<file path="src/logic/fbuf_pkg.sv">
package fbuf_pkg;

    // Host data half-word, one pipe transfer
    typedef logic [15:0] half_t;

    // Buffer word as seen by the sweep side
    typedef logic [31:0] word_t;

    // IEEE-754 single-precision fields, overlays word_t
    typedef struct packed {
        logic       sign;
        logic [7:0] exponent;
        logic [22:0] mantissa;
    } fp32_t;

    // Exponent codes with special meaning
    localparam logic [7:0] EXP_ZERO = 8'd0;
    localparam logic [7:0] EXP_MAX_FINITE = 8'd254;
    localparam logic [7:0] EXP_INF_NAN = 8'd255;

    // Host write strobe and its data travel together
    typedef struct packed {
        logic  write;
        half_t data;
    } pipe_in_t;

    // Sweep FSM
    // READ and WRITE alternate once per word
    typedef enum logic [1:0] {
        IDLE,
        READ,
        WRITE,
        DONE
    } sweep_state_e;

endpackage

</file>
<file path="src/logic/fp_double.sv">
`timescale 1ns/1ps

module fp_double (
    input  fbuf_pkg::word_t value,
    output fbuf_pkg::word_t doubled
);

    fbuf_pkg::fp32_t in_fp;
    fbuf_pkg::fp32_t out_fp;

    assign in_fp = value;

    always_comb begin
        // Sign and mantissa carry over by default
        out_fp = in_fp;
        case (in_fp.exponent)
            // Zero and denormals pass unchanged
            fbuf_pkg::EXP_ZERO: begin
                out_fp = in_fp;
            end
            // Inf and NaN pass unchanged
            fbuf_pkg::EXP_INF_NAN: begin
                out_fp = in_fp;
            end
            // Overflow to infinity
            fbuf_pkg::EXP_MAX_FINITE: begin
                out_fp.exponent = fbuf_pkg::EXP_INF_NAN;
                out_fp.mantissa = '0;
            end
            // Normal case, times two is exponent plus one
            default: begin
                out_fp.exponent = in_fp.exponent + 8'd1;
            end
        endcase
    end

    assign doubled = out_fp;

endmodule

</file>
<file path="config.mk">
export PLATFORM = sky130hd
export DESIGN_NAME = fp_double
export DESIGN_NICKNAME = d
export VERILOG_FILES = /design/src/logic/fbuf_pkg.sv /design/src/logic/fp_double.sv
export SDC_FILE = /design/constraint.sdc
export NUM_CORES = 1
export LEC_CHECK = 0
export BUFFER_PORTS_ARGS = -buffer_cell sky130_fd_sc_hd__buf_2
export CORE_MARGIN = 5
export CORE_UTILIZATION = 33
export DETAILED_ROUTE_END_ITERATION = 6
export PLACE_DENSITY = 0.92
export SLEW_MARGIN = 5
export SYNTH_ARGS = -nofsm -noshare
export SYNTH_HDL_FRONTEND = slang
export SYNTH_SLANG_ARGS = --single-unit
</file>
<file path="constraint.sdc">
create_clock -name vclk -period 1.7
set_input_delay 0.34 -clock vclk [all_inputs]
set_output_delay 0.34 -clock vclk [all_outputs]
set_load 0.1 [all_outputs]
</file>
==> results of run 1 <==
cell families after synthesis:
kind of cell,Yosys count,share of synthesized area [%]
and+or+nand+nor,35,49.3
AOI/OAI and AO/OA,18,23.9
buffers and inverters,9,12.6
adders and majority gates,3,8.04
muxes,2,4.29
xor gates and xnor gates,1,1.88
per-stage QoR:
stage | TNS [ns] | setup WS, ns
after floorplan | -1.56 | -0.278
after global placement | -3.06 | -0.142
==> impl_metrics.yaml, run 1 <==
run_status:
  run_status: "aborted with a tool error"
  haltStage: "3_5_place_dp"
  error: "[ERROR DPL-0038] Utilization greater than 100%, impossible to legalize"
die:
  rows: 13
  fp.dieW_um: 47.6
  start_util_pct: 35.4
  io_pins: 64
  die_h_um: 47.6
logic_synthesis:
  synth_top_area_share_pct: 30.8
  synth_area_sq_um: 467
  ys_top_cells_by_count: "23 x and2_1, 7 x a21oi_1, 3 x ha_1, 3 x inv_1, 3 x o21ai_0"
  synth_area_leaders: "and2_1 31%, ha_1 8.0%, a21oi_1 7.5%, buf_6 4.8%, mux2i_1 4.3%"
  syn_nets: 103
  ys_types: 26
  seq_area_frac_synth_pct: 0
  postSynthCellCount: 68
  yosys_warnings: 0
  postSynthAreaPerCell_sq_um: 6.86
  synth_top_area_cell: "and2_1"
  yosysMostFrequentCell: "and2_1"
place:
  port_buffers: 62
  place.gp.congestion: 0.783
==> run 2: changes to the inputs <==
--- a/config.mk
+++ b/config.mk
@@ -6,10 +6,10 @@
 export NUM_CORES = 1
 export LEC_CHECK = 0
 export BUFFER_PORTS_ARGS = -buffer_cell sky130_fd_sc_hd__buf_2
-export CORE_MARGIN = 5
-export CORE_UTILIZATION = 33
+export CORE_AREA = 5 5 66 68
 export DETAILED_ROUTE_END_ITERATION = 6
-export PLACE_DENSITY = 0.92
+export DIE_AREA = 0 0 71 73
+export PLACE_DENSITY_LB_ADDON = 0.15
 export SLEW_MARGIN = 5
 export SYNTH_ARGS = -nofsm -noshare
 export SYNTH_HDL_FRONTEND = slang
==> run 2 against run 1 <==
The flow now finishes, with violations (setup timing). Synthesized cell count unchanged. Synthesized area unchanged.
==> impl_metrics.yaml, run 2 <==
run_status:
  violations: "setup timing"
  run_status: "finished, violations left"
logic_synthesis:
  synth_area_leaders: "and2_1 31%, ha_1 8.0%, a21oi_1 7.5%, buf_6 4.8%, mux2i_1 4.3%"
  yosys_warnings: 0
  yosysMostFrequentCell: "and2_1"
  ys_top_cells_by_count: "23 x and2_1, 7 x a21oi_1, 3 x ha_1, 3 x inv_1, 3 x o21ai_0"
  postSynthAreaPerCell_sq_um: 6.86
  synth_top_area_share_pct: 30.8
  postSynthCellCount: 68
  synth_top_area_cell: "and2_1"
  seq_area_frac_synth_pct: 0
  ys_types: 26
  synth_area_sq_um: 467
  syn_nets: 103
flow_run:
  max_cap_violations: 0
global_routing:
  grt_pass1_wl_mm: 4.57
  overflow: 0
  grt_max_degree: 11
  antenna_found_initial: 0
  grt_pass1_vias: 891
  grtUsageTotal_pct: 10.6
die:
  rows: 23
  io_pins: 64
  die_h_um: 73
  start_util_pct: 12.3
  core_sq_um: 3800
  fp.dieW_um: 71
  die_area_sq_um: 5180
timing:
  fmax_ghz: 0.548
  post-route-min-period_ns: 1.82
  setup_viol: 19
  whs_ns: 0.680
  max-slew-margin-rel_pct: 81.7
  tightest_slew_ns: 0.272
  finalHoldViolCount: 0
  maxSlewViolCount: 0
  period_share_pct: 107
  rsz0062_at_grt: "true"
  setup_ws_ns: -0.125
critical_path:
  path_class: "in -> out"
  crit_arrival_ns: 1.48
  worst-path-buf-inv: 5
  max_stage_delay_ns: 0.21
  crit_fanout: 4
  crit_family: "buffers and inverters"
  crit_chain: "buf_12, inv_8, ha_4, and3_4, buf_6, buf_12, a21oi_4, mux2i_4, buf_12"
  crit_path_start_kind: "input pin"
  crit_top_cell: "buf_12"
  critPathSlowestCell: "and3_4"
  crit_path_end_kind: "output pin"
  required_ns: 1.36
place:
  place.gp.congestion: 0.820
  post-dp-hpwl_mm: 2.17
  port_buffers: 62
  pre_cts_ws_ns: -0.205
  place_inst: 190
layout:
  n_antenna_cell: 0
  nNetsFinal: 187
  fillers: 354
  postLayoutCoreUtil_pct: 50.8
  design.seq.count: 0
  finalNonFillerCells: 200
  multi_input_area_sq_um: 731
  drive_above_1_share_pct: 94.0
  nClkBuffers: 0
  synthToLayoutAreaGrowth_pct: 313
  final_cell_mix: "36 x buf_12, 27 x buf_2, 23 x and2_4, 13 x buf_4, 8 x buf_6"
  layout_commonest_cell: "buf_12"
  seq_area_sq_um: 0
pwr:
  finalPower_uw: 767
  vdd_drop_max_mv: 0.222
  power.density_nw_per_um2: 398
  leakage_nw: 0.861
detailed_routing:
  routed_wl_mm: 2.76
  drt_pass1_iterations: 2
  drcViolationCount: 0
  drt_iter0_markers: 3
  via_per_inst: 4.17
  routedWlPerCell_um: 13.8
  postRouteAntennaNets: 0
  vias: 834
hold_path:
  min_path_type: "in -> out"
==> run 2: cell counts after synthesis <==
No cell type changed its count.
==> run 2: through the flow <==
stage / cell area, sq um / TNS, ns
after floorplan: 687 / -1.56
after global placement: 1600 / -4.38
after detailed placement: 1600 / -4.84
after CTS: 1880 / -2.91
after global routing: 1930 / -3.09
final: 1930 / -1.88
==> run 2: cell type report <==
cell class,instances,area share [%]
well taps,50,3.24
repair buffers,88,57.9
inverters,3,0.973
multi-input cells,59,37.9
==> run 2: cell families (layout without fill, tap and decap cells) <==
| kind of cell | count (synthesis) | count (layout) | synth area share (%) |
|---|---|---|---|
| AO/OA/AOI/OAI | 18 | 18 | 23.9 |
| XOR/XNOR | 1 | 1 | 1.88 |
| adder cells (fa/ha/maj) | 3 | 3 | 8.04 |
| buffers and inverters | 9 | 91 | 12.6 |
| multiplexers | 2 | 2 | 4.29 |
| AND/OR/NAND/NOR | 35 | 35 | 49.3 |
==> run 2: path summary, 6_finish.rpt <==
check | slack [ns] | depth (start not counted) | to | start
worst min-delay path | 0.68 | 0 | doubled[31] | value[31]
worst max-delay path | -0.12 | 9 | doubled[23] | value[23]
==> run 2: layer usage <==
layer	global-route usage [%]	vias to the layer above	part of all wire (%)
li1	-	406	-
met1	12.4	377	39
met2	20.5	51	50
met3	2.62	0	11
met4	0	0	0
met5	0	-	0
==> run 2: power breakdown <==
part	internal, mW	switching, mW	leakage, nW	total [mW]
sequential	0	0	0	0
clock	0	0	0	0
combinational	0.313	0.454	0.861	0.767
==> run 2: repair_timing <==
action                     in CTS  in global routing
setup buffers                   5                  5
resized for setup              43                  9
setup endpoints to repair      31                 31
pin swaps                      38                  4
hold buffers                    0                  0
cloned                          2                  0
Note: power is estimated with default switching activity, not from simulation.
