$ cat config.mk
export PLATFORM = sky130hd
export DESIGN_NAME = fbuf_host_port
export DESIGN_NICKNAME = d
export VERILOG_FILES = /design/src/logic/fbuf_pkg.sv /design/src/logic/fbuf_host_port.sv
export SDC_FILE = /design/constraint.sdc
export NUM_CORES = 1
export LEC_CHECK = 0
export ABC_AREA = 1
export BUFFER_PORTS_ARGS = -buffer_cell sky130_fd_sc_hd__buf_2
export CAP_MARGIN = 25
export CORE_MARGIN = 10
export CORE_UTILIZATION = 40
export DETAILED_ROUTE_END_ITERATION = 6
export HOLD_SLACK_MARGIN = 0.1
export PLACE_DENSITY = 0.7
export SLEW_MARGIN = 20
export SYNTH_ARGS = -nofsm -noshare
export SYNTH_HDL_FRONTEND = slang
export SYNTH_SLANG_ARGS = --single-unit
$ cat constraint.sdc
create_clock -name a_clk -period 1.2 [get_ports a_clk]
set_clock_uncertainty 0.15 [all_clocks]
set_input_delay 0.12 -clock a_clk [delete_from_list [all_inputs] [get_ports a_clk]]
set_output_delay 0.12 -clock a_clk [all_outputs]
set_load 0.03 [all_outputs]
$ cat src/logic/fbuf_pkg.sv
package fbuf_pkg;

    // Host data half-word, one pipe transfer
    typedef logic [15:0] half_t;

    // Buffer word as seen by the sweep side
    typedef logic [31:0] word_t;

    // IEEE-754 single-precision fields, overlays word_t
    typedef struct packed {
        logic       sign;
        logic [7:0] exponent;
        logic [22:0] mantissa;
    } fp32_t;

    // Exponent codes with special meaning
    localparam logic [7:0] EXP_ZERO = 8'd0;
    localparam logic [7:0] EXP_MAX_FINITE = 8'd254;
    localparam logic [7:0] EXP_INF_NAN = 8'd255;

    // Host write strobe and its data travel together
    typedef struct packed {
        logic  write;
        half_t data;
    } pipe_in_t;

    // Sweep FSM
    // READ and WRITE alternate once per word
    typedef enum logic [1:0] {
        IDLE,
        READ,
        WRITE,
        DONE
    } sweep_state_e;

endpackage

$ cat src/logic/fbuf_host_port.sv
`timescale 1ns/1ps

module fbuf_host_port #(
    parameter int WORD_ADDR_W = 9
) (
    input  logic                 a_clk,
    input  logic                 reset,
    input  fbuf_pkg::pipe_in_t   pipe_in,
    input  logic                 pipe_out_read,
    output logic [WORD_ADDR_W:0] host_addr,
    output logic                 host_wr,
    input  fbuf_pkg::half_t      host_dout,
    output fbuf_pkg::half_t      pipe_out_data
);

    // Half-word pointers, one bit wider than the word address
    logic [WORD_ADDR_W:0] wr_ptr;
    logic [WORD_ADDR_W:0] rd_ptr;

    // Read strobe delayed to line up with RAM latency
    logic            rd_pending;
    // Last half-word handed to the host
    fbuf_pkg::half_t rd_hold;

    always_ff @(posedge a_clk) begin
        if (reset) begin
            wr_ptr     <= '0;
            rd_ptr     <= '0;
            rd_pending <= 1'b0;
            rd_hold    <= '0;
        end else begin
            if (pipe_in.write) begin
                wr_ptr <= wr_ptr + 1'b1;
            end
            if (pipe_out_read) begin
                rd_ptr <= rd_ptr + 1'b1;
            end
            rd_pending <= pipe_out_read;
            // Keep the fresh word so it holds between strobes
            if (rd_pending) begin
                rd_hold <= host_dout;
            end
        end
    end

    // Write pointer wins the shared address when a write is present
    assign host_addr = pipe_in.write ? wr_ptr : rd_ptr;
    assign host_wr   = pipe_in.write;

    // Fresh RAM data in the cycle after the strobe, else the held value
    assign pipe_out_data = rd_pending ? host_dout : rd_hold;

    // The host never writes and reads in the same cycle
    a_no_rw_overlap: assert property (@(posedge a_clk) disable iff (reset)
        !(pipe_in.write && pipe_out_read));

endmodule

==> impl_metrics.toml <==
[pwr]
leakage_power_nw = 1.34
swShare_pct = 27.8
net-switching-power_w = 0.000819
power-per-cell-area_nw_per_um2 = 1020
comb_power_share_pct = 19.2
internal-power_w = 0.00213
power.ir.vdd_worst_mv = 0.630
power.share.clock_pct = 37.1
portion_of_total_power_attributed_to_sequential_cells_pct = 43.7
post-layout-total-power_w = 0.00295

[status]
failed_checks = "negative hold slack, negative setup slack"
run_status = "finished with violations"

[synth]
synthDominantAreaCellType = "sky130_fd_sc_hd__dfxtp_1"
seq_area_frac_synth_pct = 43.7
ys_top_cells_by_area = "sky130_fd_sc_hd__dfxtp_1, sky130_fd_sc_hd__nand2_1, sky130_fd_sc_hd__a21oi_1, sky130_fd_sc_hd__nor2_1, sky130_fd_sc_hd__nand3_1"
flop_and_latch_count_out_of_synthesis = 37
post_synth.cell_area_avg_um2 = 6.75
synth_area_um2 = 1690
synth_cells = 251
netlist.area_leader.share_pct = 43.7
synth_nets = 289
ys.warnings.count = 0
yosysUniqueCellTypes = 17

[floorplan]
die_height_um = 85.1
die_w_um = 85.1
io_pins = 63
start_util_pct = 41.8
core_um2 = 4060
design.die.area_um2 = 7240
row_count = 23

[worst_hold_path]
hold_class = "primary input to flip-flop"
instance_count_along_the_most_critical_hold_path = 3

[setup_path]
slowest_delay_ns = 0.41
crit_path_top_delay_cell = "sky130_fd_sc_hd__dfxtp_4"
timing.critical_path.depth = 4
cp_data_required_time_ns = 0.93
crit_chain = "buf_12 -> nand2_2 -> nand2_2 -> buf_6"
worst_setup_path_end_kind = "output pin"
path_class = "flip-flop to output pin"
r2r.worst_path.cells = 8
worstSetupStartpointType = "flip-flop"
critPathTopFamily = "flip-flops"
crit_arrival_ns = 1.12
crit_path_frequent_cell = "sky130_fd_sc_hd__nand2_2"
crit_buf_inv = 2
critical_path.max_fanout = 8

[clock_tree]
cts.sink_count = 37
total_number_of_h_tree_levels = 2
clkSlewWorstSetupHoldPaths_ns = 0.08
post_cts_hold_buffer_count = 3
clock_tree_from_tritoncts = "built"
clk-insertion-delay-late_ns = 0.29
cts.root.buffer_cell = "sky130_fd_sc_hd__clkbuf_8"
clock_tree.buffer_depth = 2
tritoncts.num_buffers = 5

[sta]
slew_viol_final = 0
rsz0062_at_grt = "yes"
timing.setup.tns_ns = -3.32
fin_worst_hold_slack_ns = -0.0522
postLayoutSetupSlackWorst_ns = -0.191
report.final.hold_viol_count = 16
setup_viol_count_final = 27
post-route-period-util_pct = 116
slew-limit-headroom_pct = 73.9
final.min_clock_period_ns = 1.39
achievable-frequency_mhz = 719
worst-slew-pin-transition_ns = 0.390

[grt]
grt_antenna_before_repair = 0
grt_pass1_wl_um = 7730
first_global_vias = 1791
grt.overflow.total = 0
maximum_number_of_pins_on_one_net_before_global_route_repair = 20
global_route.usage.total_pct = 12.8

[place]
numPlacedInstances = 350
port_buffers = 46
dpl.hpwl_um = 3100
place.gp.congestion = 0.792

[detailed_routing]
detailedRoute.firstIterationViolations = 95
ant_nets = 0
first_pass_iters = 4
vias_per_cell = 4.90
drt-wirelength-per-cell_um = 13.9
vias = 1872
detail_route.drc_violations = 0
totalWireLength_um = 5310

[flow_run]
cap_violations = 0

[finish]
flow.area_growth_from_synthesis_pct = 70.9
layout_cells_sized_above_1_pct = 57.2
finish.utilization_pct = 71.4
finalNetCount = 369
insertedDiodeCount = 0
fin_cells = 382
## what timing repair did
action,in CTS,in global routing
hold endpoints to repair,21,17
gates cloned,1,0
setup endpoints to repair,32,41
setup buffers,15,6
resized for setup,105,93
pin swaps,17,28
## power groups by stage
| stage | registers, W | clock network [W] | logic (W) |
|---|---|---|---|
| 2_1_floorplan | 0.00131 | 0 | 0.000244 |
| 3_3_place_gp | 0.00131 | 0 | 0.000363 |
| 3_5_place_dp | 0.00131 | 0 | 0.000369 |
| 4_1_cts | 0.00129 | 0.00111 | 0.000483 |
| 5_1_grt | 0.00129 | 0.00116 | 0.000606 |
| 6_report | 0.00129 | 0.00109 | 0.000564 |
## routing by layer
layer,global-route usage [%],up-vias,routed length (µm)
met5,0,-,0
met3,4.40,9,348
met1,14.0,859,2030
met2,21.9,45,2870
li1,-,959,-
met4,5.69,0,69
## area by class of cell
cell class,instances,area [µm²]
Clock buffer,5,68.8
Clock inverter,3,46.3
Fill cell,279,1160
Inverter,16,67.6
Multi-Input combinational cell,189,1140
Sequential cell,37,782
Tap cell,50,62.6
Timing Repair Buffer,82,726
## synthesized netlist by cell type
master                     number
sky130_fd_sc_hd__buf_4          3
sky130_fd_sc_hd__nor2_1        30
sky130_fd_sc_hd__inv_1         15
sky130_fd_sc_hd__clkbuf_8       1
sky130_fd_sc_hd__a21oi_1       29
sky130_fd_sc_hd__o21ai_0       12
sky130_fd_sc_hd__inv_2          1
sky130_fd_sc_hd__nor2_2         4
sky130_fd_sc_hd__nand3_1       13
sky130_fd_sc_hd__buf_2          4
sky130_fd_sc_hd__nand2_2        4
sky130_fd_sc_hd__ha_1           2
sky130_fd_sc_hd__dfxtp_1       37
sky130_fd_sc_hd__nor2_4         1
sky130_fd_sc_hd__buf_6          1
sky130_fd_sc_hd__nor3_1         3
sky130_fd_sc_hd__nand2_1       91
## metrics by stage
| step | area, µm² | worst slack (ns) |
|---|---|---|
| 2_1_floorplan | 1690 | -0.196 |
| 3_3_place_gp | 2010 | -0.0153 |
| 3_5_place_dp | 2010 | -0.0309 |
| 4_1_cts | 2540 | -0.175 |
| 5_1_grt | 2900 | -0.248 |
| 6_report | 2900 | -0.191 |
## path summary, 6_finish.rpt
| kind | start | to | slack [ns] |
|---|---|---|---|
| worst max-delay path | rd_pending | pipe_out_data[3] | -0.19 |
| worst min-delay path | host_dout[7] | rd_hold[7] | -0.05 |
| worst max register to register | rd_ptr[0] | rd_ptr[8] | -0.07 |
| worst min register to register | wr_ptr[4] | wr_ptr[4] | 0.33 |
## registers in the layout, indices dropped and copies added, names as in the netlist
| signal | count |
|---|---|
| rd_ptr | 10 |
| rd_hold | 16 |
| wr_ptr | 10 |
| rd_pending | 1 |
## logic make-up (layout without fill, tap and decap cells)
group / after synthesis / after routing / share of synthesized area (%)
and+or+nand+nor: 146 / 146 / 35.2
AOI/OAI and AO/OA: 41 / 41 / 12.1
DFF: 37 / 37 / 43.7
buffers and inverters: 25 / 106 / 7.53
adders and majority gates: 2 / 2 / 1.48
## cells in the final DEF, fill, tap and decap left out, types with 5 or more instances in the layout
| cell type | instances |
|---|---|
| sky130_fd_sc_hd__nor2_4 | 7 |
| sky130_fd_sc_hd__nand3_2 | 6 |
| sky130_fd_sc_hd__o21ai_2 | 6 |
| sky130_fd_sc_hd__nand3_1 | 5 |
| sky130_fd_sc_hd__nor2_1 | 26 |
| sky130_fd_sc_hd__nand2_1 | 45 |
| sky130_fd_sc_hd__buf_4 | 25 |
| sky130_fd_sc_hd__a21oi_1 | 28 |
| sky130_fd_sc_hd__nand2_2 | 39 |
| sky130_fd_sc_hd__dfxtp_1 | 16 |
| sky130_fd_sc_hd__dfxtp_4 | 6 |
| sky130_fd_sc_hd__inv_2 | 5 |
| sky130_fd_sc_hd__buf_2 | 19 |
| sky130_fd_sc_hd__inv_1 | 10 |
| sky130_fd_sc_hd__buf_6 | 32 |
| sky130_fd_sc_hd__clkbuf_8 | 5 |
| sky130_fd_sc_hd__dfxtp_2 | 15 |
| sky130_fd_sc_hd__nand2_4 | 11 |
## worst reg2reg max path, cell delays in order (launching register included)
cell and delay, ns:
sky130_fd_sc_hd__dfxtp_2 0.36, sky130_fd_sc_hd__buf_6 0.12, sky130_fd_sc_hd__ha_4 0.14, sky130_fd_sc_hd__nand2_4 0.06, sky130_fd_sc_hd__nor2_4 0.13, sky130_fd_sc_hd__nand2_2 0.07
sky130_fd_sc_hd__nand2_1 0.06, sky130_fd_sc_hd__nand2_1 0.04, sky130_fd_sc_hd__nor2_1 0.07
(Power assumes the default switching activity.)
