File: config.mk
export PLATFORM = sky130hd
export DESIGN_NAME = fbuf_sweep
export DESIGN_NICKNAME = d
export VERILOG_FILES = /design/src/logic/fbuf_pkg.sv /design/src/logic/fbuf_sweep.sv
export SDC_FILE = /design/constraint.sdc
export NUM_CORES = 1
export LEC_CHECK = 0
export BUFFER_PORTS_ARGS = -buffer_cell sky130_fd_sc_hd__buf_2
export CAP_MARGIN = 25
export CORE_ASPECT_RATIO = 1.1
export CORE_UTILIZATION = 28
export CTS_CLUSTER_SIZE = 16
export DETAILED_ROUTE_END_ITERATION = 10
export GPL_TIMING_DRIVEN = 0
export PLACE_DENSITY = 0.53
export REMOVE_ABC_BUFFERS = 1
export SYNTH_ARGS = -nofsm -noshare
export SYNTH_HDL_FRONTEND = slang
export SYNTH_SLANG_ARGS = --single-unit
File: constraint.sdc
create_clock -name a_clk -period 2.93 [get_ports a_clk]
set_clock_uncertainty 0.1 [all_clocks]
set_input_delay 0.1465 -clock a_clk [delete_from_list [all_inputs] [get_ports a_clk]]
set_output_delay 0.1465 -clock a_clk [all_outputs]
set_load 0.01 [all_outputs]
File: src/logic/fbuf_pkg.sv
package fbuf_pkg;

    // Host data half-word, one pipe transfer
    typedef logic [15:0] half_t;

    // Buffer word as seen by the sweep side
    typedef logic [31:0] word_t;

    // IEEE-754 single-precision fields, overlays word_t
    typedef struct packed {
        logic       sign;
        logic [7:0] exponent;
        logic [22:0] mantissa;
    } fp32_t;

    // Exponent codes with special meaning
    localparam logic [7:0] EXP_ZERO = 8'd0;
    localparam logic [7:0] EXP_MAX_FINITE = 8'd254;
    localparam logic [7:0] EXP_INF_NAN = 8'd255;

    // Host write strobe and its data travel together
    typedef struct packed {
        logic  write;
        half_t data;
    } pipe_in_t;

    // Sweep FSM
    // READ and WRITE alternate once per word
    typedef enum logic [1:0] {
        IDLE,
        READ,
        WRITE,
        DONE
    } sweep_state_e;

endpackage

File: src/logic/fbuf_sweep.sv
`timescale 1ns/1ps

module fbuf_sweep #(
    parameter int WORD_ADDR_W = 9
) (
    input  logic                   a_clk,
    input  logic                   reset,
    input  logic                   start,
    output logic [WORD_ADDR_W-1:0] sweep_addr,
    output logic                   sweep_wr,
    output logic                   busy,
    output logic                   done
);

    fbuf_pkg::sweep_state_e state;

    // Word currently being read or written
    logic [WORD_ADDR_W-1:0] index;
    logic                   last_index;

    assign last_index = &index;

    always_ff @(posedge a_clk) begin
        if (reset) begin
            state <= fbuf_pkg::IDLE;
            index <= '0;
        end else begin
            case (state)
                fbuf_pkg::IDLE: begin
                    // Start only counts while idle
                    if (start) begin
                        index <= '0;
                        state <= fbuf_pkg::READ;
                    end
                end
                fbuf_pkg::READ: begin
                    // RAM data lands at the end of this cycle
                    state <= fbuf_pkg::WRITE;
                end
                fbuf_pkg::WRITE: begin
                    if (last_index) begin
                        state <= fbuf_pkg::DONE;
                    end else begin
                        index <= index + 1'b1;
                        state <= fbuf_pkg::READ;
                    end
                end
                fbuf_pkg::DONE: begin
                    state <= fbuf_pkg::IDLE;
                end
                default: begin
                    state <= fbuf_pkg::IDLE;
                end
            endcase
        end
    end

    // Same address on both halves of a word's turn
    assign sweep_addr = index;
    assign sweep_wr   = (state == fbuf_pkg::WRITE);

    // busy drops as done pulses
    assign busy = (state == fbuf_pkg::READ) || (state == fbuf_pkg::WRITE);
    assign done = (state == fbuf_pkg::DONE);

    // Every write follows a read of the same word
    a_write_after_read: assert property (@(posedge a_clk) disable iff (reset)
        sweep_wr |-> ($past(state) == fbuf_pkg::READ) && $stable(sweep_addr));

    // done is a single-cycle pulse
    a_done_pulse: assert property (@(posedge a_clk) disable iff (reset)
        done |=> !done);

endmodule

==> flow_summary.toml, run 1 <==
[floorplan]
initial_core_util_pct = 29.3
num_io_pins = 15
coreArea_um2 = 2000
die_h_um = 50.0
die_area_um2 = 2280
rows = 17
die-width_um = 45.7

[clocking]
h-tree-depth = 1
clk_latency_ns = 0.28
cts_buffers = 3
cts_sinks = 11
hold_buffers = 0
cts.path.max_buffers = 2
cts_tree = "done"
path_clk_slew_ns = 0.08
cts_resized = 0
post_cts_buffers = 0
cts-root-buf = "clkbuf_4"

[timing]
worst_pin_slew_ns = 0.328
setup_viol = 0
fmax_mhz = 502
final_hold_viol_count = 0
tns_ns = 0
fin_crit_ns = 1.99
period_share_pct = 68.0
slew-limit-headroom_pct = 78.2
drv_slew = 0
rsz0062_at_grt = "no"

[final_layout]
multiInputGateArea_um2 = 347
ff_latch_area_um2 = 220
fin_cells = 112
nFillCells = 239
layout-drive-gt1-share_pct = 23.8
nNetsFinal = 94
diodes = 0
area_growth_syn_to_layout_pct = 20.3

[setup_path]
cp_data_arrival_time_ns = 2.12
crit_fanout = 6
crit_path_end_kind = "flip-flop"
crit_required_ns = 3.06
cp-start-kind = "flip-flop"
crit_type = "reg -> reg"

[routing]
vias_per_cell = 4.72
route.detailed.drc = 0
wirelength_um = 1230
drtIter0Drc = 12
antenna_left = 0
vias = 529
wl_per_cell_um = 10.9
drt_pass1_iterations = 4

[global_route]
grt_pass1_wl_um = 2150
grt_pass1_vias = 504
grt_max_degree = 9
grt_usage_pct = 13.0
grt_overflow = 0
antenna_found_initial = 0

[logic_synthesis]
synth_area_um2 = 587
avgSynthCellArea_um2 = 8.63
synth-simple-area-share_pct = 30.5
synth_compound_area_share_pct = 11.1
synth-seq-area-share_pct = 37.5
synth_fa_ha_area_share_pct = 12.8
postSynthRegisterBits = 11
yosys-mux-area-fraction_pct = 1.71
synthDistinctLibCells = 26
synthCells = 68
synth_top_family_by_area = "simple AND/OR/NAND/NOR gates"
synth_xor_area_share_pct = 2.99
yosys_warnings = 0

[placement]
port_buffers = 14
place_inst = 108
place.gp.congestion = 0.723

[power_and_ir_drop]
p_leak_nw = 0.322
ir_drop_mv = 0.226
power_density_nw_per_um2 = 479

[outcome]
status = "complete, no violations"

[worst_hold_path]
hold_class = "in -> reg"

[job]
cap_viol_max_count = 0
-- state kept, by name (all words and copies together), names as in the netlist --
register and cells:
state 2, sweep_addr 9
-- worst max-delay path: stages, from the launching register on --
cell and delay (ns):
dfxtp_1 0.35, inv_1 0.11, ha_1 0.25, and3b_1 0.21, or2_0 0.31, or4_1 0.54, nand2_1 0.08
-- per-layer routing --
metal  vias to the layer above  GRT usage (%)  part of all wire, %
met5                         -              0                    0
met1                       239           16.3                   48
met3                         2           5.49                  4.9
li1                        274              -                    -
met2                        14           19.5                   46
met4                         0           4.55                 0.65
-- through the flow --
step	power, mW	util [%]	setup slack [ns]	hold WS, ns	instance area, µm²
5_1_grt	0.362	35.3	0.793	0.0241	706
3_5_place_dp	0.234	34.0	0.938	0.310	679
4_1_cts	0.343	35.3	0.915	0.0205	706
6_report	0.338	35.3	0.939	0.0191	706
2_1_floorplan	0.214	-	1.07	0.116	574
3_3_place_gp	0.232	34.0	0.971	0.312	679
-- final cells by class --
cell class | count | share of cell area, %
Timing Repair Buffer | 14 | 9.93
Clock buffer | 4 | 3.72
Tap cell | 28 | 4.96
Multi-Input combinational cell | 53 | 49.1
Sequential cell | 11 | 31.2
Inverter | 2 | 1.06
-- power by group --
part / internal [mW] / switching (mW) / total, mW
Combinational: 0.0258 / 0.0426 / 0.0684
Sequential: 0.155 / 0.00588 / 0.161
Clock: 0.0528 / 0.0558 / 0.109
Total: 0.233 / 0.104 / 0.338
-- Yosys cell counts --
cell	n	area [µm²]
mux2i_1	1	10.0
and3b_1	1	8.76
and4_1	1	8.76
or4_1	1	7.51
buf_4	1	7.51
nand3_1	3	15.0
nand2_1	6	22.5
and3_1	1	6.26
dfxtp_1	11	220
nand4_1	3	18.8
nand3_2	1	10.0
and3b_2	1	10.0
or2_2	1	6.26
nand2b_1	1	6.26
clkbuf_2	1	5.00
o211ai_1	1	7.51
a21oi_1	4	20.0
ha_1	6	75.1
xor2_1	2	17.5
or2_0	1	6.26
o21ai_0	3	15.0
nor2_1	9	33.8
a211oi_1	1	7.51
or3_1	3	18.8
inv_1	2	7.51
a22oi_1	2	15.0
-- final timing paths --
| check | start | end | slack, ns | cells after the start |
|---|---|---|---|---|
| max | state[0]$_SDFFE_PP0P_ | sweep_addr[4]$_SDFFE_PP0P_ | 0.94 | 6 |
| min | reset | state[0]$_SDFFE_PP0P_ | 0.02 | 2 |
| max reg2reg | state[0]$_SDFFE_PP0P_ | sweep_addr[4]$_SDFFE_PP0P_ | 0.94 | 6 |
| min reg2reg | state[1]$_SDFFE_PP0P_ | state[1]$_SDFFE_PP0P_ | 0.40 | 2 |
-- placed cells by master (no fill, tap or decap), drive strengths merged --
cell and n:
clkbuf 4, or2 2, and4 1, or3 3, nand3 4, buf 14, nand2 6, a22oi 2
xor2 2, or4 1, o21ai 3, a21oi 4, and3 1, mux2i 1, nor2 9, inv 2
nand4 3, dfxtp 11, ha 6, and3b 2, nand2b 1, o211ai 1, a211oi 1
-- kinds of logic after synthesis --
kind of cell | Yosys count
xor gates and xnor gates | 2
muxes | 1
buffers and inverters | 4
adders and majority gates | 6
AOI/OAI and AO/OA | 11
and+or+nand+nor | 33
DFF | 11
(Power assumes the default switching activity.)
==> run 2: changes to the inputs <==
==> constraint.sdc (replaced) <==
create_clock -name a_clk -period 1.9 [get_ports a_clk]
set_clock_uncertainty 0.1 [all_clocks]
set_input_delay 0.095 -clock a_clk [delete_from_list [all_inputs] [get_ports a_clk]]
set_output_delay 0.095 -clock a_clk [all_outputs]
set_load 0.01 [all_outputs]
==> run 2 against run 1 <==
Against the previous run:
- core utilization rose by 5.4 points
- largest cell class unchanged
- via count rose by 7.2%
- setup slack got worse by 0.88 ns
==> flow_summary.toml, run 2 (same netlist as run 1, synthesis figures left out) <==
[placement]
place.gp.congestion = 0.723
place_inst = 108
port_buffers = 14
placed_area_um2 = 679

[timing]
fin_crit_ns = 1.84
worst_pin_slew_ns = 0.236
setup_viol = 0
period_share_pct = 97.0
drv_slew = 0
worst_hold_slack_ns = 0.142
final_hold_viol_count = 0
fmax_mhz = 543
slew-limit-headroom_pct = 84.1

[final_layout]
final_cell_mix = "buf_2 (14), nor2_1 (8), dfxtp_1 (6)"
fin_util_pct = 40.7
multiInputGateArea_um2 = 408
final_area_um2 = 813
diodes = 0
largest_register_ff_count = 9
nFillCells = 237
nNetsFinal = 99
ff_latch_area_um2 = 226
mostFrequentLayoutCell = "buf_2"
area_growth_syn_to_layout_pct = 38.6
layout-drive-gt1-share_pct = 44.9
fin_cells = 117

[clocking]
cts-root-buf = "clkbuf_4"
h-tree-depth = 1
path_clk_slew_ns = 0.07
cts_sinks = 11
cts_tree = "done"
clk_latency_ns = 0.27
cts.path.max_buffers = 2
cts_buffers = 3

[setup_path]
ff2ff_path_depth = 6
r2r_start = "state[1]$_SDFFE_PP0P_"
r2r_end = "sweep_addr[4]$_SDFFE_PP0P_"
cp_data_arrival_time_ns = 1.96
crit_path_end_kind = "flip-flop"
crit_type = "reg -> reg"
crit_fanout = 6
r2r_slack_ns = 0.06
crit_required_ns = 2.02
cp-start-kind = "flip-flop"

[worst_hold_path]
hold_class = "in -> reg"
hold_end = "state[0]$_SDFFE_PP0P_"
hold_path_startpoint = "start"
hold_depth = 3

[routing]
drtIter0Drc = 11
wirelength_um = 1320
drt_pass1_iterations = 4
vias_per_cell = 4.85
antenna_left = 0
wl_per_cell_um = 11.2
vias = 567
route.detailed.drc = 0

[global_route]
antenna_found_initial = 0
grt_max_degree = 9
grt_usage_pct = 13.7
grt_pass1_vias = 528
grt_pass1_wl_um = 2270
grt_overflow = 0

[floorplan]
die_h_um = 50.0
coreArea_um2 = 2000
initial_core_util_pct = 29.3
num_io_pins = 15
rows = 17
die_area_um2 = 2280
die-width_um = 45.7

[power_and_ir_drop]
power_density_nw_per_um2 = 675
ir_drop_mv = 0.366
power_mw = 0.549
p_leak_nw = 0.359

[job]
cap_viol_max_count = 0

[outcome]
status = "complete, no violations"
run 2: cell count changes in the layout (fill, tap and decap cells not counted), sizes merged:
cell	delta
dlygate4sd3	+1
buf	+4
run 2: worst max-delay path by stage:
stage,startpoint,end,slack (ns),depth (start not counted)
after floorplan,state[0]$_SDFFE_PP0P_,sweep_addr[4]$_SDFFE_PP0P_,0.04,6
after global placement,state[0]$_SDFFE_PP0P_,sweep_addr[4]$_SDFFE_PP0P_,-0.06,6
after detailed placement,state[0]$_SDFFE_PP0P_,sweep_addr[4]$_SDFFE_PP0P_,-0.09,6
after CTS,sweep_addr[1]$_SDFFE_PP0P_,sweep_addr[5]$_SDFFE_PP0P_,0.0006,8
after global routing,sweep_addr[1]$_SDFFE_PP0P_,sweep_addr[7]$_SDFFE_PP0P_,-0.01,8
final,state[1]$_SDFFE_PP0P_,sweep_addr[4]$_SDFFE_PP0P_,0.06,6
run 2: layout make-up:
cell class                 count  area share (%)
sequential                    11            27.8
tap                           28            4.31
multi-input combinational     53            50.2
clock buffer                   4            3.23
inverter                       2           0.923
timing repair buffer          19            13.5
run 2: routing by layer:
metal  global-route usage, %  routed length (µm)
met4                    4.55                   8
met3                    5.49                  52
met5                       0                   0
met1                    16.7                 625
met2                    21.2                 630
run 2: power by group:
part	total (mW)	leakage, nW	switching, mW	internal (mW)
Clock	0.165	0.0150	0.0835	0.0813
Sequential	0.252	0.0912	0.0111	0.241
Combinational	0.133	0.252	0.0775	0.0553
Total	0.549	0.359	0.172	0.377
run 2: what timing repair did:
action	4_1_cts	5_1_grt
endpoints found under the hold margin	5	0
pin swaps	3	6
resized for setup	9	12
buffers inserted	2	2
setup endpoints to repair	4	3
hold buffers	1	0
run 2: per-stage QoR:
stage / worst slack [ns] / TNS, ns
floorplan: 0.0365 / 0
global placement: -0.0589 / -0.0810
detailed placement: -0.0920 / -0.250
CTS: 0.000645 / 0
global route: -0.0139 / -0.0139
finish: 0.0575 / 0
run 2: critical path, cell delays in order (launching register included):
cell and delay, ns:
dfxtp_2 0.37, inv_1 0.08, ha_2 0.19, and3b_1 0.19, or2_4 0.26, or4_1 0.51, nand2_1 0.08
==> run 3: changes to the inputs <==
==> constraint.sdc (replaced) <==
create_clock -name a_clk -period 1.7 [get_ports a_clk]
set_clock_uncertainty 0.1 [all_clocks]
set_input_delay 0.085 -clock a_clk [delete_from_list [all_inputs] [get_ports a_clk]]
set_output_delay 0.085 -clock a_clk [all_outputs]
set_load 0.01 [all_outputs]
==> run 3 against run 2 <==
Against the previous run:
- the run now ends with negative setup slack left
- core utilization up 6.3 points
- die area unchanged
- total power is 25% higher
- wire length grew 16%
- sequential cell count unchanged
- setup slack worse by 0.13 ns
- worst hold slack got worse by 0.018 ns
- sequential power grew 12%
- critical path type unchanged
- largest power group unchanged
- highest routed layer unchanged
==> flow_summary.toml, run 3 (same netlist as run 1, synthesis figures left out) <==
[outcome]
status = "finished with violations"
violations = "negative setup slack"

[global_route]
grt_usage_pct = 14.0
grt_pass1_vias = 553
antenna_found_initial = 0
grt_max_degree = 9
grt_overflow = 0
grt_pass1_wl_um = 2310

[final_layout]
largest_register_ff_count = 9
final_cell_mix = "buf_4 (15), buf_2 (14), nor2_1 (8)"
fin_util_pct = 47.0
area_growth_syn_to_layout_pct = 60.1
nNetsFinal = 110
mostFrequentLayoutCell = "buf_4"
diodes = 0
fin_cells = 128
ff_latch_area_um2 = 231
layout-drive-gt1-share_pct = 56.0
nFillCells = 229
multiInputGateArea_um2 = 442

[timing]
rsz0062_at_grt = "yes"
slew-limit-headroom_pct = 86.1
fmax_mhz = 566
worst_pin_slew_ns = 0.207
setup_viol = 2
setup_ws_ns = -0.0683
drv_slew = 0
period_share_pct = 104
final_hold_viol_count = 0
fin_crit_ns = 1.77

[setup_path]
crit_fanout = 5
crit_path_end_kind = "flip-flop"
cp-start-kind = "flip-flop"
cp_data_arrival_time_ns = 1.89
crit_type = "reg -> reg"
crit_required_ns = 1.82

[power_and_ir_drop]
power_density_nw_per_um2 = 728
intPower_mw = 0.467
ir_drop_mv = 0.340
swShare_pct = 31.7
p_clk_share_pct = 27.9
combPwrFrac_pct = 30.8
sequentialPowerShare_pct = 41.3
power_mw = 0.685
p_leak_nw = 0.419
switching_power_mw = 0.217

[clocking]
h-tree-depth = 1
cts.path.max_buffers = 2
path_clk_slew_ns = 0.08
cts_sinks = 11
cts_buffers = 3
clk_latency_ns = 0.28
cts-root-buf = "clkbuf_4"
cts_tree = "done"

[routing]
drtIter0Drc = 4
vias = 622
route.detailed.drc = 0
wirelength_um = 1530
wl_per_cell_um = 12.0
drt_pass1_iterations = 4
antenna_left = 0
vias_per_cell = 4.86

[job]
cap_viol_max_count = 0

[floorplan]
initial_core_util_pct = 29.3
rows = 17
die_area_um2 = 2280
num_io_pins = 15
die-width_um = 45.7
die_h_um = 50.0
coreArea_um2 = 2000

[placement]
port_buffers = 14
place.gp.congestion = 0.723
dp_slack_ns = -0.292
place_inst = 108

[worst_hold_path]
hold_class = "in -> reg"
[run 3: final cells by class]
type                    count  area share [%]
repair buffers             30            20.5
flip-flops and latches     11            24.6
multi-input cells          53            47.0
well taps                  28            3.73
clock buffers               4            2.80
inverters                   2            1.33
[run 3: final timing paths]
| check | slack [ns] | cells past startpoint | endpoint | from |
|---|---|---|---|---|
| max | -0.07 | 8 | sweep_addr[7]$_SDFFE_PP0P_ | sweep_addr[0]$_SDFFE_PP0P_ |
| min | 0.12 | 3 | state[0]$_SDFFE_PP0P_ | start |
| max reg2reg | -0.07 | 8 | sweep_addr[7]$_SDFFE_PP0P_ | sweep_addr[0]$_SDFFE_PP0P_ |
| min reg2reg | 0.41 | 2 | sweep_addr[6]$_SDFFE_PP0P_ | sweep_addr[6]$_SDFFE_PP0P_ |
[run 3: stage by stage]
stage | TNS [ns] | cell area (µm²) | hold slack (ns)
2_1_floorplan | -0.412 | 574 | 0.0541
3_3_place_gp | -0.924 | 679 | 0.251
3_5_place_dp | -1.19 | 679 | 0.249
4_1_cts | -0.235 | 836 | 0.125
5_1_grt | -0.379 | 940 | 0.126
6_report | -0.0902 | 940 | 0.124
[run 3: layer usage]
metal | part of all wire, % | wire length (µm) | track usage (%) | vias up
li1 | - | - | - | 305
met1 | 45 | 682 | 16.5 | 301
met2 | 51 | 775 | 22.4 | 14
met3 | 3.9 | 60 | 5.49 | 2
met4 | 0.85 | 13 | 4.55 | 0
met5 | 0 | 0 | 0 | -
[run 3: power groups by stage]
stage	logic (mW)	clock network, mW	registers, mW
final	0.211	0.191	0.283
after global routing	0.229	0.215	0.284
after detailed placement	0.120	0	0.284
after floorplan	0.0865	0	0.282
after global placement	0.117	0	0.283
after CTS	0.166	0.193	0.279
[run 3: critical path: stages (launching register included)]
cell	delay (ns)
dfxtp_2	0.34
ha_4	0.16
nand3_2	0.08
nor2_4	0.05
ha_4	0.16
nand2_4	0.08
nand4_1	0.20
or3_4	0.43
a21oi_2	0.11
[run 3: timing repair]
item                                    in CTS  in global routing
gates resized for setup                     20                 12
endpoints found under the setup margin       8                 10
pin swaps                                   10                 15
gates cloned                                 0                  0
endpoints found under the hold margin        5                  0
setup buffers                                8                  7
hold buffers                                 1                  0
